[src/rtl/tile_pkg.sv]
/* Compute tile bus definitions */

package tile_pkg;

  //////////////////////////////////////////////////////////////////////
  // Bus widths
  //////////////////////////////////////////////////////////////////////

  localparam int TILE_AW = 32;
  localparam int TILE_DW = 32;
  localparam int TILE_SW = TILE_DW / 8;

  //////////////////////////////////////////////////////////////////////
  // Memory map
  //////////////////////////////////////////////////////////////////////

  // Local data memory at the bottom of the address space
  localparam int SRAM_WORDS      = 256;
  localparam int SRAM_RANGE_BITS = $clog2(SRAM_WORDS) + 2;

  // Everything above the memory's byte range must be zero
  localparam logic [TILE_AW-SRAM_RANGE_BITS-1:0] SRAM_MATCH = '0;

  // Boot ROM occupies the top 256 MB region
  localparam int               BOOT_MATCH_BITS = 4;
  localparam logic [BOOT_MATCH_BITS-1:0] BOOT_MATCH = 4'hf;
  localparam int               BOOT_WORDS      = 8;

  // Short start-up sequence: set up a stack pointer, then spin
  localparam logic [TILE_DW-1:0] BOOT_IMAGE [BOOT_WORDS] = '{
    32'h1820_0000,
    32'ha821_03fc,
    32'h1860_f000,
    32'ha863_0020,
    32'h8483_0000,
    32'h1500_0001,
    32'h0000_0000,
    32'h1500_0000
  };

  //////////////////////////////////////////////////////////////////////
  // Decoder targets
  //////////////////////////////////////////////////////////////////////

  typedef enum logic [1:0] {
    SEL_SRAM,
    SEL_BOOT,
    SEL_NONE
  } slave_sel_t;

endpackage

[src/rtl/wb_if.sv]
/* Wishbone classic bus */

interface wb_if import tile_pkg::*; #(
  parameter int AW = TILE_AW,
  parameter int DW = TILE_DW
);

  logic [AW-1:0]   adr;
  logic [DW-1:0]   dat_w;
  logic [DW-1:0]   dat_r;
  logic [DW/8-1:0] sel;
  logic            we;
  logic            cyc;
  logic            stb;
  logic            ack;
  logic            err;

  // Request side
  modport master (
    output adr, dat_w, sel, we, cyc, stb,
    input  dat_r, ack, err
  );

  // Response side
  modport slave (
    input  adr, dat_w, sel, we, cyc, stb,
    output dat_r, ack, err
  );

endinterface

[src/rtl/tile_addr_decoder.sv]
/* Tile address decoder and error slave */

module tile_addr_decoder import tile_pkg::*; #(
  parameter int AW = 32,
  parameter int DW = 32
) (
  input logic   clk,
  input logic   reset_i,
  wb_if.slave   shared,
  wb_if.master  sram,
  wb_if.master  boot
);

  slave_sel_t    sel_q;
  logic          busy_q;
  logic          err_q;
  logic [DW-1:0] rdata;
  logic          slave_ack;
  logic          slave_err;

  // Boot ROM writes fall into the error target as well
  function automatic slave_sel_t classify(input logic [AW-1:0] adr, input logic we);
    if (adr[AW-1:SRAM_RANGE_BITS] == SRAM_MATCH) begin
      return SEL_SRAM;
    end
    if (adr[AW-1:AW-BOOT_MATCH_BITS] == BOOT_MATCH && !we) begin
      return SEL_BOOT;
    end
    return SEL_NONE;
  endfunction

  //////////////////////////////////////////////////////////////////////
  // Decode register
  //////////////////////////////////////////////////////////////////////

  always_ff @(posedge clk) begin
    if (reset_i) begin
      busy_q <= 1'b0;
      sel_q  <= SEL_NONE;
      err_q  <= 1'b0;
    end else begin
      if (busy_q && (shared.ack || shared.err)) begin
        busy_q <= 1'b0;
      end else if (!busy_q && shared.cyc && shared.stb) begin
        busy_q <= 1'b1;
        sel_q  <= classify(shared.adr, shared.we);
      end
      // Single-cycle error pulse
      err_q <= busy_q & (sel_q == SEL_NONE) & !err_q;
    end
  end

  // Request broadcast, strobe only to the chosen slave
  assign sram.adr   = shared.adr;
  assign sram.dat_w = shared.dat_w;
  assign sram.sel   = shared.sel;
  assign sram.we    = shared.we;
  assign sram.cyc   = shared.cyc & busy_q & (sel_q == SEL_SRAM);
  assign sram.stb   = shared.stb & busy_q & (sel_q == SEL_SRAM);

  assign boot.adr   = shared.adr;
  assign boot.dat_w = shared.dat_w;
  assign boot.sel   = shared.sel;
  assign boot.we    = shared.we;
  assign boot.cyc   = shared.cyc & busy_q & (sel_q == SEL_BOOT);
  assign boot.stb   = shared.stb & busy_q & (sel_q == SEL_BOOT);

  //////////////////////////////////////////////////////////////////////
  // Response mux
  //////////////////////////////////////////////////////////////////////

  always_comb begin
    rdata     = {DW{1'b0}};
    slave_ack = 1'b0;
    slave_err = 1'b0;
    case (sel_q)
      SEL_SRAM: begin
        rdata     = sram.dat_r;
        slave_ack = sram.ack;
        slave_err = sram.err;
      end
      SEL_BOOT: begin
        rdata     = boot.dat_r;
        slave_ack = boot.ack;
        slave_err = boot.err;
      end
      default: ;
    endcase
  end

  assign shared.dat_r = rdata;
  assign shared.ack   = busy_q & slave_ack;
  assign shared.err   = err_q | (busy_q & slave_err);

endmodule

[src/flat_wrapper.sv]
// flat-port wrapper written by rule: the top's interface ports become plain ports
module tile_addr_decoder_flat import tile_pkg::*;
#(
  parameter int AW = 32,
  parameter int DW = 32
)
  (clk, reset_i, shared_adr, shared_dat_w, shared_sel, shared_we, shared_cyc, shared_stb, shared_dat_r, shared_ack, shared_err, sram_adr, sram_dat_w, sram_sel, sram_we, sram_cyc, sram_stb, sram_dat_r, sram_ack, sram_err, boot_adr, boot_dat_w, boot_sel, boot_we, boot_cyc, boot_stb, boot_dat_r, boot_ack, boot_err);
  wb_if #(.AW(AW), .DW(DW)) shared_i ();
  wb_if #(.AW(AW), .DW(DW)) sram_i ();
  wb_if #(.AW(AW), .DW(DW)) boot_i ();
  input logic clk;
  input logic reset_i;
  input wire logic [$bits(shared_i.adr)-1:0] shared_adr;
  input wire logic [$bits(shared_i.dat_w)-1:0] shared_dat_w;
  input wire logic [$bits(shared_i.sel)-1:0] shared_sel;
  input wire logic [$bits(shared_i.we)-1:0] shared_we;
  input wire logic [$bits(shared_i.cyc)-1:0] shared_cyc;
  input wire logic [$bits(shared_i.stb)-1:0] shared_stb;
  output wire logic [$bits(shared_i.dat_r)-1:0] shared_dat_r;
  output wire logic [$bits(shared_i.ack)-1:0] shared_ack;
  output wire logic [$bits(shared_i.err)-1:0] shared_err;
  output wire logic [$bits(sram_i.adr)-1:0] sram_adr;
  output wire logic [$bits(sram_i.dat_w)-1:0] sram_dat_w;
  output wire logic [$bits(sram_i.sel)-1:0] sram_sel;
  output wire logic [$bits(sram_i.we)-1:0] sram_we;
  output wire logic [$bits(sram_i.cyc)-1:0] sram_cyc;
  output wire logic [$bits(sram_i.stb)-1:0] sram_stb;
  input wire logic [$bits(sram_i.dat_r)-1:0] sram_dat_r;
  input wire logic [$bits(sram_i.ack)-1:0] sram_ack;
  input wire logic [$bits(sram_i.err)-1:0] sram_err;
  output wire logic [$bits(boot_i.adr)-1:0] boot_adr;
  output wire logic [$bits(boot_i.dat_w)-1:0] boot_dat_w;
  output wire logic [$bits(boot_i.sel)-1:0] boot_sel;
  output wire logic [$bits(boot_i.we)-1:0] boot_we;
  output wire logic [$bits(boot_i.cyc)-1:0] boot_cyc;
  output wire logic [$bits(boot_i.stb)-1:0] boot_stb;
  input wire logic [$bits(boot_i.dat_r)-1:0] boot_dat_r;
  input wire logic [$bits(boot_i.ack)-1:0] boot_ack;
  input wire logic [$bits(boot_i.err)-1:0] boot_err;
  assign shared_i.adr = shared_adr;
  assign shared_i.dat_w = shared_dat_w;
  assign shared_i.sel = shared_sel;
  assign shared_i.we = shared_we;
  assign shared_i.cyc = shared_cyc;
  assign shared_i.stb = shared_stb;
  assign shared_dat_r = shared_i.dat_r;
  assign shared_ack = shared_i.ack;
  assign shared_err = shared_i.err;
  assign sram_adr = sram_i.adr;
  assign sram_dat_w = sram_i.dat_w;
  assign sram_sel = sram_i.sel;
  assign sram_we = sram_i.we;
  assign sram_cyc = sram_i.cyc;
  assign sram_stb = sram_i.stb;
  assign sram_i.dat_r = sram_dat_r;
  assign sram_i.ack = sram_ack;
  assign sram_i.err = sram_err;
  assign boot_adr = boot_i.adr;
  assign boot_dat_w = boot_i.dat_w;
  assign boot_sel = boot_i.sel;
  assign boot_we = boot_i.we;
  assign boot_cyc = boot_i.cyc;
  assign boot_stb = boot_i.stb;
  assign boot_i.dat_r = boot_dat_r;
  assign boot_i.ack = boot_ack;
  assign boot_i.err = boot_err;
  tile_addr_decoder #(.AW(AW), .DW(DW)) u_core (.clk(clk), .reset_i(reset_i), .shared(shared_i), .sram(sram_i), .boot(boot_i));
endmodule
[config.mk]
export PLATFORM = sky130hd
export DESIGN_NAME = tile_addr_decoder_flat
export DESIGN_NICKNAME = d
export VERILOG_FILES = /design/src/rtl/tile_pkg.sv /design/src/rtl/wb_if.sv /design/src/rtl/tile_addr_decoder.sv /design/src/flat_wrapper.sv
export SDC_FILE = /design/constraint.sdc
export NUM_CORES = 1
export LEC_CHECK = 0
export BUFFER_PORTS_ARGS = -buffer_cell sky130_fd_sc_hd__buf_4
export CAP_MARGIN = 20
export CORE_AREA = 2 2 122 124
export DETAILED_ROUTE_END_ITERATION = 16
export DIE_AREA = 0 0 124 126
export HOLD_SLACK_MARGIN = 0.02
export PLACE_DENSITY_LB_ADDON = 0.1
export SLEW_MARGIN = 30
export SYNTH_ARGS = -nofsm -noshare
export SYNTH_HDL_FRONTEND = slang
export SYNTH_SLANG_ARGS = --single-unit
[constraint.sdc]
create_clock -name clk -period 1.4 [get_ports clk]
set_input_delay 0.14 -clock clk [delete_from_list [all_inputs] [get_ports clk]]
set_output_delay 0.14 -clock clk [all_outputs]
set_load 0.02 [all_outputs]
# == After elaboration in Yosys (flattened, before gate mapping) ==
# Index checks and enable logic that the tools add are counted.
# totals
latch_bits,0
ff_bits,4
rom_bits,0
out_inout_bits,176
ramBits,0
in_bits,141
memories,0
# op_classes
magnitude_cmp,0
eq_ne,3
n_div,0
addsub,0
n_bitwise,12
multipliers,0
shift,0
mux,16
reduce_logical,12
# ops
op,n
32-bit case mux with 2 select lines,1
22-bit logical NOT,1
1-bit bitwise AND,10
1-bit 2-to-1 mux,9
2-bit 2-to-1 mux,4
4-bit equality test (second input constant),1
1-bit logical AND,4
1-bit case mux with 2 select lines,2
1-bit logical NOT,3
2-bit by 1-bit equality test with 1-bit output (second input constant),1
2-bit equality test (second input constant),1
2-bit logical NOT,1
2-bit AND reduction,1
2-bit OR reduction,1
1-bit logical OR,1
1-bit inverter,1
1-bit bitwise OR,1

# == Longest topological paths before layout ==
# Gate-level depths: netlist of the first run.
# depth
depth_word,14
depth_mapped,5
depth_no_buf,3

# == Worst setup path before layout of the first run ==
# Ideal clock, no wire load.
# synth_timing
path_kind,reg-to-output
startpoint,register u_core.sel_q[1]
endpoint,output port sram_cyc
t_arrival_ns,1.160
required_time_ns,1.260
path_stages_with_launch,4
n_path_buf,1
slack_ns,0.100
cell_sequence,dfxtp_1 -> buf_2 -> nand2b_1 -> nor3b_1
# synth_between
elab_chain_len,2
# synth_lines
item,line,text
"start, declared",tile_addr_decoder.sv:14,slave_sel_t sel_q;
"start signal, assigned",tile_addr_decoder.sv:46,"sel_q <= classify(shared.adr, shared.we);"
2-bit logical NOT,tile_addr_decoder.sv:58,assign sram.cyc = shared.cyc & busy_q & (sel_q == SEL_SRAM);
1-bit bitwise AND,tile_addr_decoder.sv:58,
"end, declared",flat_wrapper.sv:26,output wire logic [$bits(sram_i.cyc)-1:0] sram_cyc;
# Every way passes these cells.

# == Worst setup path after layout of the first run ==
# layout_timing
startpoint,register u_core.sel_q[0]
endpoint,output port shared_dat_r[7]
# layout_between
elab_chain_len,2
word_cells_on_any_way,3
cone_classes,eq/ne: 1; mux: 1; reduce/logical: 1
# layout_lines
item,line,text
2-bit by 1-bit equality test with 1-bit output / 2-bit logical NOT (equally long branches),tile_addr_decoder.sv:76,case (sel_q)
32-bit case mux with 2 select lines *,tile_addr_decoder.sv:76,
"end, declared",flat_wrapper.sv:19,output wire logic [$bits(shared_i.dat_r)-1:0] shared_dat_r;
# Mark *: on every way between the ends. The rest lies on a longest branch, timed or not.

==> results.sh, run 1 <==
export IMPL_firstDrtPassIters=3
export IMPL_wl_met3_um=844
export IMPL_clkSinkCount=4
export IMPL_slew_viol_final=0
export IMPL_io_pins=317
export IMPL_rsz0062_at_grt="true"
export IMPL_portBuffers=178
export IMPL_synth_simple_gate_area_share_pct=13.23
export IMPL_setup_violations_final=20
export IMPL_antenna_found_initial=0
export IMPL_top_layer_used="met4"
export IMPL_end_kind="output pin"
export IMPL_synthesis_nets=387
export IMPL_max_freq_ghz=0.6977
export IMPL_required_ns=1.26
export IMPL_synth_compound_area_share_pct=3.138
export IMPL_hold_viol=0
export IMPL_start_kind="flop"
export IMPL_wl_met1_um=1736
export IMPL_status="finished, violations left"
export IMPL_overflow=0
export IMPL_dieArea_um2=15620
export IMPL_final_cell_mix="buf_4 (181), nor2_1 (33), mux2i_1 (29)"
export IMPL_htreeDepth=1
export IMPL_die_h_um=126
export IMPL_synth_fa_ha_area_share_pct=0
export IMPL_placedInstanceArea_um2=2346
export IMPL_crit_fanout=8
export IMPL_worst_pin_slew_ns=0.2989
export IMPL_cts_hold_buf=0
export IMPL_finish_instance_area_um2=2613
export IMPL_grt_pass1_vias=1614
export IMPL_wirelength_um=6328
export IMPL_grt_pass1_wl_um=8142
export IMPL_grtUsageTotal_pct=6.967
export IMPL_clock_latency_ns=0.23
export IMPL_n_antenna_cell=0
export IMPL_criticalPathCategory="flop to output pin"
export IMPL_hpwl_um=5013
export IMPL_arrival_ns=1.29
export IMPL_holdCritPathClass="primary input to flop"
export IMPL_vdd_ir_drop_worst_mv=0.2605
export IMPL_mostFrequentLayoutCell="buf_4"
export IMPL_synth_top_family_by_area="buffers and inverters"
export IMPL_gp_congestion=0.6611
export IMPL_synth_cell_types=25
export IMPL_fin_crit_sh_pct=102.4
export IMPL_area_growth_pct=42.43
export IMPL_clk_path_buf_depth=2
export IMPL_ant_nets=0
export IMPL_wl_met2_um=3492
export IMPL_cts_tree="built"
export IMPL_rows=44
export IMPL_drt_iter0_markers=21
export IMPL_start_util_pct=12.81
export IMPL_syn_inst=246
export IMPL_cts_buffers=3
export IMPL_fin_nets=434
export IMPL_core_um2=14310
export IMPL_final_util_pct=18.25
export IMPL_yosysSeqAreaShare_pct=4.366
export IMPL_grt_start_max_net_pins=29
export IMPL_violations="setup timing"
export IMPL_cts_clk_slew_worst_paths_ns=0.03
export IMPL_die_w_um=124
export IMPL_rrSetupSlack_ns=0.27
export IMPL_yosysWarnings=0
export IMPL_wire_per_inst_um=13.32
export IMPL_via_count=1642
export IMPL_synth_mux_area_share_pct=18.55
export IMPL_netlist_area_um2=1834
export IMPL_route_detailed_drc=0
export IMPL_drive_above_1_share_pct=68.38
export IMPL_syn_area_per_cell_um2=7.456
export IMPL_drv_cap=0
export IMPL_power_leakage_nw=1.260
export IMPL_powerDensity_nw_per_um2=535.8
export IMPL_fin_crit_ns=1.433
export IMPL_vias_per_cell=3.457
export IMPL_finClkSkew_ns=0.003133
export IMPL_cts_root_buf="clkbuf_16"
export IMPL_timing_final_ws_setup_ns=-0.03323
export IMPL_synth_xor_xnor_area_share_pct=0
export IMPL_slew_limit_headroom_pct=79.89
export IMPL_ys_seq_elements=4
synth_stat cells:
master | instances | share of area (%)
a211oi_1 | 1 | 0.41
a21oi_1 | 1 | 0.27
a2bb2oi_1 | 1 | 0.48
and3_1 | 2 | 0.68
and3b_1 | 1 | 0.48
buf_2 | 2 | 0.55
buf_4 | 139 | 57
buf_6 | 1 | 0.61
buf_8 | 2 | 1.6
clkbuf_1 | 3 | 0.61
dfxtp_1 | 4 | 4.4
inv_1 | 2 | 0.41
mux2i_1 | 34 | 19
nand2b_1 | 1 | 0.34
nand3b_1 | 1 | 0.41
nand4_1 | 2 | 0.68
nor2_1 | 34 | 7.0
nor2b_1 | 2 | 0.68
nor3b_1 | 2 | 0.82
nor4_1 | 5 | 1.7
nor4b_1 | 1 | 0.48
o2111ai_1 | 1 | 0.48
o211a_1 | 1 | 0.55
o21ai_1 | 2 | 0.55
o21bai_1 | 1 | 0.41
registers in the layout, indices dropped and copies added (netlist names):
name           flops
u_core.err_q       1
u_core.sel_q       2
u_core.busy_q      1
layout make-up:
type,count,area (um^2)
fillers,1627,11700
repair buffers,189,1519
multi-input cells,93,696.9
well taps,184,230.2
flip-flops and latches,4,83.83
clock buffers,3,75.07
inverters,2,7.507
per-stage QoR:
| step | hold WS [ns] | TNS [ns] | power [mW] | cells | worst slack [ns] |
|---|---|---|---|---|---|
| after floorplan | 0.2173 | 0 | 0.9311 | 246 | 0.1001 |
| after global placement | 0.2802 | 0 | 0.8886 | 466 | 0.08356 |
| after detailed placement | 0.2802 | 0 | 0.8825 | 466 | 0.07484 |
| after CTS | 0.1072 | -1.062 | 1.405 | 474 | -0.06761 |
| after global routing | 0.1214 | -2.445 | 1.485 | 475 | -0.1125 |
| final | 0.1067 | -0.4612 | 1.400 | 475 | -0.03323 |
worst paths after layout:
kind / cells after the start / start / to
worst max-delay path: 5 / u_core.sel_q[0]$_SDFFE_PP0P_ / shared_dat_r[7]
worst min register to register: 2 / u_core.err_q$_SDFF_PP0_ / u_core.err_q$_SDFF_PP0_
worst max register to register: 4 / u_core.sel_q[0]$_SDFFE_PP0P_ / u_core.busy_q$_SDFFE_PP0P_
worst min-delay path: 2 / reset_i / u_core.busy_q$_SDFFE_PP0P_
worst max-delay path, cell delays in order, from the launching register on:
cell,delay [ns]
dfxtp_4,0.39
buf_12,0.13
buf_16,0.14
mux2i_1,0.19
nor2_1,0.06
buf_4,0.15
layer usage:
metal  up-vias  track usage, %
met5         -               0
met4         0           3.569
met3        32           2.355
met2       149           14.84
met1       705           5.082
li1        756               -
report_power, final:
group / total, mW / internal (mW) / switching, mW
combinational: 0.819 / 0.448 / 0.370
sequential: 0.134 / 0.122 / 0.0120
clock: 0.447 / 0.365 / 0.0822
cells by family (layout without fill, tap and decap cells):
family / after synthesis / in the layout
and+or+nand+nor: 51 / 51
muxes: 34 / 34
AOI/OAI and AO/OA: 8 / 8
DFF: 4 / 4
buffers and inverters: 149 / 194
what timing repair did:
item	CTS	global route
setup endpoints to repair	30	37
setup buffers	2	1
cloned	3	0
gates resized for setup	6	12
pin swaps	2	8
(Power assumes the default switching activity.)
==> inputs of run 2 (changes only) <==
GPL_TIMING_DRIVEN = 0   (was unset)
==> run 2 against run 1 <==
Compared with the run above: the run still ends with setup timing left; count of clock-buffer cells in the layout did not move; sequential power fell by 4%; register-to-register slack got worse by 0.10 ns; flip-flop and latch count did not move.
==> results.sh, run 2 (same netlist as run 1, synthesis figures left out) <==
export IMPL_power_leakage_nw=2.399
export IMPL_htreeDepth=1
export IMPL_core_um2=14310
export IMPL_start_kind="flop"
export IMPL_n_fill_cell=1566
export IMPL_finish_instance_area_um2=4368
export IMPL_status="finished, violations left"
export IMPL_cts_tree="built"
export IMPL_grt_pass1_wl_um=11610
export IMPL_mostFrequentLayoutCell="buf_4"
export IMPL_cts_clk_slew_worst_paths_ns=0.03
export IMPL_holdCritPathClass="primary input to flop"
export IMPL_wirelength_um=8397
export IMPL_clk_path_buf_depth=2
export IMPL_cp_startpoint="u_core.sel_q[0]$_SDFFE_PP0P_"
export IMPL_dieArea_um2=15620
export IMPL_grtUsageTotal_pct=9.406
export IMPL_rows=44
export IMPL_fin_crit_ns=1.476
export IMPL_r2r_start="u_core.sel_q[0]$_SDFFE_PP0P_"
export IMPL_timing_final_ws_setup_ns=-0.07619
export IMPL_violations="setup timing"
export IMPL_hold_viol=0
export IMPL_max_freq_ghz=0.6774
export IMPL_required_ns=1.26
export IMPL_largest_reg_flops=2
export IMPL_grt_start_max_net_pins=11
export IMPL_final_cell_mix="buf_4 (412), nor2_1 (34), mux2i_1 (30)"
export IMPL_worst_pin_slew_ns=0.4003
export IMPL_via_count=2456
export IMPL_drv_cap=0
export IMPL_stdcell_count=712
export IMPL_route_detailed_drc=0
export IMPL_firstDrtPassIters=3
export IMPL_drive_above_1_share_pct=82.77
export IMPL_portBuffers=270
export IMPL_drt_iter0_markers=23
export IMPL_hpwl_um=7528
export IMPL_start_util_pct=12.81
export IMPL_fin_crit_sh_pct=105.4
export IMPL_setup_violations_final=8
export IMPL_wire_per_inst_um=11.79
export IMPL_finClkSkew_ns=0.001705
export IMPL_cts_root_buf="clkbuf_16"
export IMPL_r2r_end="u_core.busy_q$_SDFFE_PP0P_"
export IMPL_ant_nets=0
export IMPL_p_total_mw=2.081
export IMPL_dpl_cell_count=700
export IMPL_antenna_found_initial=0
export IMPL_vdd_ir_drop_worst_mv=0.2075
export IMPL_switching_share_pct=35.38
export IMPL_rsz0062_at_grt="true"
export IMPL_clock_latency_ns=0.22
export IMPL_vias_per_cell=3.449
export IMPL_r2r_cells=6
export IMPL_powerDensity_nw_per_um2=476.5
export IMPL_rrSetupSlack_ns=0.17
export IMPL_clkPwrFrac_pct=21.2
export IMPL_end_kind="output pin"
export IMPL_combPwrFrac_pct=72.6
export IMPL_die_h_um=126
export IMPL_area_growth_pct=138.1
export IMPL_seqPwrFrac_pct=6.2
export IMPL_io_pins=317
export IMPL_fin_nets=671
export IMPL_cts_buffers=3
export IMPL_slew_limit_headroom_pct=73.07
export IMPL_cts_hold_buf=0
export IMPL_top_register="u_core.sel_q"
export IMPL_power_switching_uw=736.2
export IMPL_overflow=0
export IMPL_slew_viol_final=0
export IMPL_clkSinkCount=4
export IMPL_power_internal_mw=1.345
export IMPL_reg_top3="u_core.sel_q x2, u_core.busy_q x1, u_core.err_q x1"
export IMPL_die_w_um=124
export IMPL_arrival_ns=1.34
export IMPL_grt_pass1_vias=2452
export IMPL_holdWs_ns=0.1056
export IMPL_placedInstanceArea_um2=4091
export IMPL_crit_fanout=6
export IMPL_gp_congestion=0.7352
export IMPL_n_antenna_cell=0
export IMPL_critical_path_endpoint="shared_dat_r[25]"
export IMPL_criticalPathCategory="flop to output pin"
## run 2: changes by cell type in the layout (fill, tap and decap cells not counted), sizes merged
cell and change:
buf +234, clkbuf +3
## run 2: power groups by stage
| stage | Sequential [mW] | Combinational [mW] | Clock (mW) |
|---|---|---|---|
| 4_1_cts | 0.128 | 1.53 | 0.450 |
| 3_3_place_gp | 0.127 | 1.45 | 0 |
| 5_1_grt | 0.129 | 1.61 | 0.460 |
| 3_5_place_dp | 0.127 | 1.45 | 0 |
| 6_report | 0.128 | 1.51 | 0.442 |
| 2_1_floorplan | 0.126 | 0.805 | 0 |
## run 2: repair_timing
item / CTS / global route
setup buffers: 8 / 3
pin swaps: 5 / 8
setup endpoints to repair: 37 / 37
gates cloned: 1 / 0
resized for setup: 25 / 8
## run 2: area by class of cell
type                            instances  area [um^2]  share of cell area, %
Multi-Input combinational cell         93        690.7                  15.81
Tap cell                              184        230.2                  5.271
Sequential cell                         4        83.83                  1.919
Timing Repair Buffer                  281         2157                  49.38
Clock buffer                            3        75.07                  1.719
Buffer                                145         1124                  25.72
Inverter                                2        7.507                 0.1719
## run 2: stage by stage
stage	TNS (ns)	util (%)	setup WS (ns)
floorplan	0	-	0.1001
global placement	-0.04728	28.58	-0.02207
detailed placement	-0.1122	28.58	-0.02124
CTS	-2.426	30.44	-0.1378
global route	-1.895	30.52	-0.1373
finish	-0.2515	30.52	-0.07619
## run 2: how the worst min path moves through the flow
stage / end / depth (start not counted) / startpoint / slack (ns)
2_1_floorplan: u_core.err_q$_SDFF_PP0_ / 1 / reset_i / 0.22
3_3_place_gp: u_core.err_q$_SDFF_PP0_ / 2 / reset_i / 0.34
3_5_place_dp: u_core.busy_q$_SDFFE_PP0P_ / 2 / reset_i / 0.34
4_1_cts: u_core.busy_q$_SDFFE_PP0P_ / 2 / reset_i / 0.10
5_1_grt: u_core.busy_q$_SDFFE_PP0P_ / 2 / reset_i / 0.11
6_report: u_core.busy_q$_SDFFE_PP0P_ / 2 / reset_i / 0.11
## run 2: critical path, cell delays in order, from the launching register on
cell	delay, ns
dfxtp_4	0.35
buf_12	0.13
buf_6	0.10
buf_6	0.10
mux2i_1	0.20
nor2_1	0.07
buf_4	0.15
## run 2: routing by layer
layer | wire [um] | global-route usage [%]
met1 | 2169 | 7.430
met2 | 4984 | 21.23
met3 | 1194 | 2.763
met4 | 48 | 1.586
met5 | 0 | 0
==> inputs of run 3 (changes only) <==
--- a/config.mk
+++ b/config.mk
@@ -8,5 +8,5 @@
 export BUFFER_PORTS_ARGS = -buffer_cell sky130_fd_sc_hd__buf_4
 export CAP_MARGIN = 20
-export CORE_AREA = 2 2 122 124
+export CORE_AREA = 5 5 119 121
 export DETAILED_ROUTE_END_ITERATION = 16
 export DIE_AREA = 0 0 124 126
@@ -14,4 +14,5 @@
 export HOLD_SLACK_MARGIN = 0.02
 export PLACE_DENSITY_LB_ADDON = 0.1
+export SETUP_SLACK_MARGIN = 0.15
 export SLEW_MARGIN = 30
 export SYNTH_ARGS = -nofsm -noshare
==> constraint.sdc (replaced) <==
create_clock -name clk -period 1.4 [get_ports clk]
set_input_delay 0.14 -clock clk [delete_from_list [all_inputs] [get_ports clk]]
set_output_delay 0.14 -clock clk [all_outputs]
set_load 0.01 [all_outputs]
==> run 3 against run 2 <==
Compared with the run above: the flow still finishes with violations (setup timing); largest power group unchanged; die area stayed put; non-clock buffer count is 2 lower; combinational power is 13% lower; flip-flop and latch count stayed put; sequential share of layout area is 0.052 points lower; setup slack better by 0.013 ns; clock power hardly changed; critical path depth stayed put; count of clock-buffer cells in the layout stayed put; clock skew is 0.00076 ns lower.
==> results.sh, run 3 (same netlist as run 1, synthesis figures left out) <==
export IMPL_fin_crit_ns=1.463
export IMPL_cts_tree="built"
export IMPL_dieArea_um2=15620
export IMPL_clk_path_buf_depth=2
export IMPL_required_ns=1.26
export IMPL_fin_nets=669
export IMPL_max_freq_ghz=0.6835
export IMPL_drv_cap=0
export IMPL_rows=42
export IMPL_area_growth_pct=137.5
export IMPL_portBuffers=270
export IMPL_setup_violations_final=27
export IMPL_timing_final_ws_setup_ns=-0.06309
export IMPL_worst_pin_slew_ns=0.3219
export IMPL_antenna_found_initial=0
export IMPL_ant_nets=0
export IMPL_end_kind="output pin"
export IMPL_grtUsageTotal_pct=10.26
export IMPL_hold_viol=0
export IMPL_largest_reg_flops=2
export IMPL_rsz0062_at_grt="true"
export IMPL_slew_viol_final=0
export IMPL_cts_buffers=3
export IMPL_start_kind="flop"
export IMPL_vdd_ir_drop_worst_mv=0.2675
export IMPL_start_util_pct=14.13
export IMPL_seqPwrFrac_pct=6.8
export IMPL_cts_root_buf="clkbuf_16"
export IMPL_mostFrequentLayoutCell="buf_4"
export IMPL_reg_top3="u_core.sel_q x2, u_core.busy_q x1, u_core.err_q x1"
export IMPL_drive_above_1_share_pct=82.70
export IMPL_firstDrtPassIters=4
export IMPL_clock_latency_ns=0.22
export IMPL_via_count=2462
export IMPL_pre_cts_slack_ns=-0.02222
export IMPL_switching_share_pct=29.16
export IMPL_crit_fanout=6
export IMPL_arrival_ns=1.32
export IMPL_drt_iter0_markers=12
export IMPL_grt_start_max_net_pins=11
export IMPL_status="finished, violations left"
export IMPL_slew_limit_headroom_pct=78.34
export IMPL_wire_per_inst_um=13.51
export IMPL_combPwrFrac_pct=69.9
export IMPL_fin_crit_sh_pct=104.5
export IMPL_htreeDepth=1
export IMPL_wirelength_um=9487
export IMPL_grt_pass1_vias=2536
export IMPL_criticalPathCategory="flop to output pin"
export IMPL_n_antenna_cell=0
export IMPL_route_detailed_drc=0
export IMPL_die_w_um=124
export IMPL_gp_congestion=0.6585
export IMPL_clkSinkCount=4
export IMPL_die_h_um=126
export IMPL_finClkSkew_ns=0.0009458
export IMPL_violations="setup timing"
export IMPL_stdcell_count=702
export IMPL_io_pins=317
export IMPL_dpl_cell_count=692
export IMPL_power_switching_uw=549.8
export IMPL_grt_pass1_wl_um=12740
export IMPL_r2r_cells=6
export IMPL_cts_clk_slew_worst_paths_ns=0.03
export IMPL_power_internal_mw=1.336
export IMPL_overflow=0
export IMPL_final_cell_mix="buf_4 (410), nor2_1 (33), mux2i_1 (31)"
export IMPL_vias_per_cell=3.507
export IMPL_powerDensity_nw_per_um2=432.8
export IMPL_holdCritPathClass="primary input to flop"
export IMPL_power_leakage_nw=2.390
export IMPL_clkPwrFrac_pct=23.3
export IMPL_top_register="u_core.sel_q"
export IMPL_core_um2=12980
export IMPL_hpwl_um=8585
export IMPL_hold_path_cell_count=2
[run 3: timing repair]
item / 4_1_cts / 5_1_grt
resized for setup: 16 / 16
setup buffers: 5 / 0
pin swaps: 2 / 3
hold buffers: 0 / 0
setup endpoints to repair: 38 / 39
gates cloned: 1 / 1
[run 3: cell type report]
| class | count | area, um^2 |
|---|---|---|
| well taps | 176 | 220.2 |
| flip-flops and latches | 4 | 81.33 |
| repair buffers | 277 | 2128 |
| fillers | 1381 | 8623 |
| clock buffers | 3 | 75.07 |
| inverters | 2 | 7.507 |
| plain buffers | 147 | 1146 |
| multi-input cells | 93 | 698.2 |
[run 3: final timing paths]
kind / endpoint / startpoint / slack (ns)
max: shared_dat_r[3] / u_core.sel_q[0]$_SDFFE_PP0P_ / -0.06
min: u_core.err_q$_SDFF_PP0_ / reset_i / 0.11
max reg2reg: u_core.busy_q$_SDFFE_PP0P_ / u_core.sel_q[0]$_SDFFE_PP0P_ / 0.16
min reg2reg: u_core.err_q$_SDFF_PP0_ / u_core.err_q$_SDFF_PP0_ / 0.54
[run 3: worst max-delay path: stages (launching register included)]
cell     delay (ns)
dfxtp_2        0.31
buf_6          0.10
buf_12         0.13
buf_12         0.13
mux2i_4        0.22
nor2_1         0.06
buf_4          0.14
[run 3: power by group through the flow]
stage / registers (mW) / logic (mW) / clock network (mW)
floorplan: 0.126 / 0.602 / 0
global placement: 0.127 / 1.26 / 0
detailed placement: 0.127 / 1.26 / 0
CTS: 0.128 / 1.31 / 0.447
global route: 0.129 / 1.42 / 0.451
finish: 0.128 / 1.32 / 0.440
[run 3: routing by layer]
metal / track usage [%] / up-vias / part of all wire [%]
li1: - / 1223 / -
met1: 8.729 / 1049 / 28
met2: 21.51 / 188 / 55
met3: 4.260 / 2 / 16
met4: 1.740 / 0 / 0.50
met5: 0 / - / 0
[run 3: per-stage QoR]
stage	total power [mW]	TNS (ns)	instance area [um^2]	hold slack (ns)	util [%]
after global routing	1.996	-2.716	4357	0.1144	33.56
after detailed placement	1.388	-0.02933	4081	0.3391	31.44
after floorplan	0.7285	0	1834	0.2173	-
final	1.886	-0.6120	4357	0.1059	33.56
after CTS	1.887	-1.303	4278	0.1072	32.96
after global placement	1.386	-0.06486	4081	0.3392	31.44
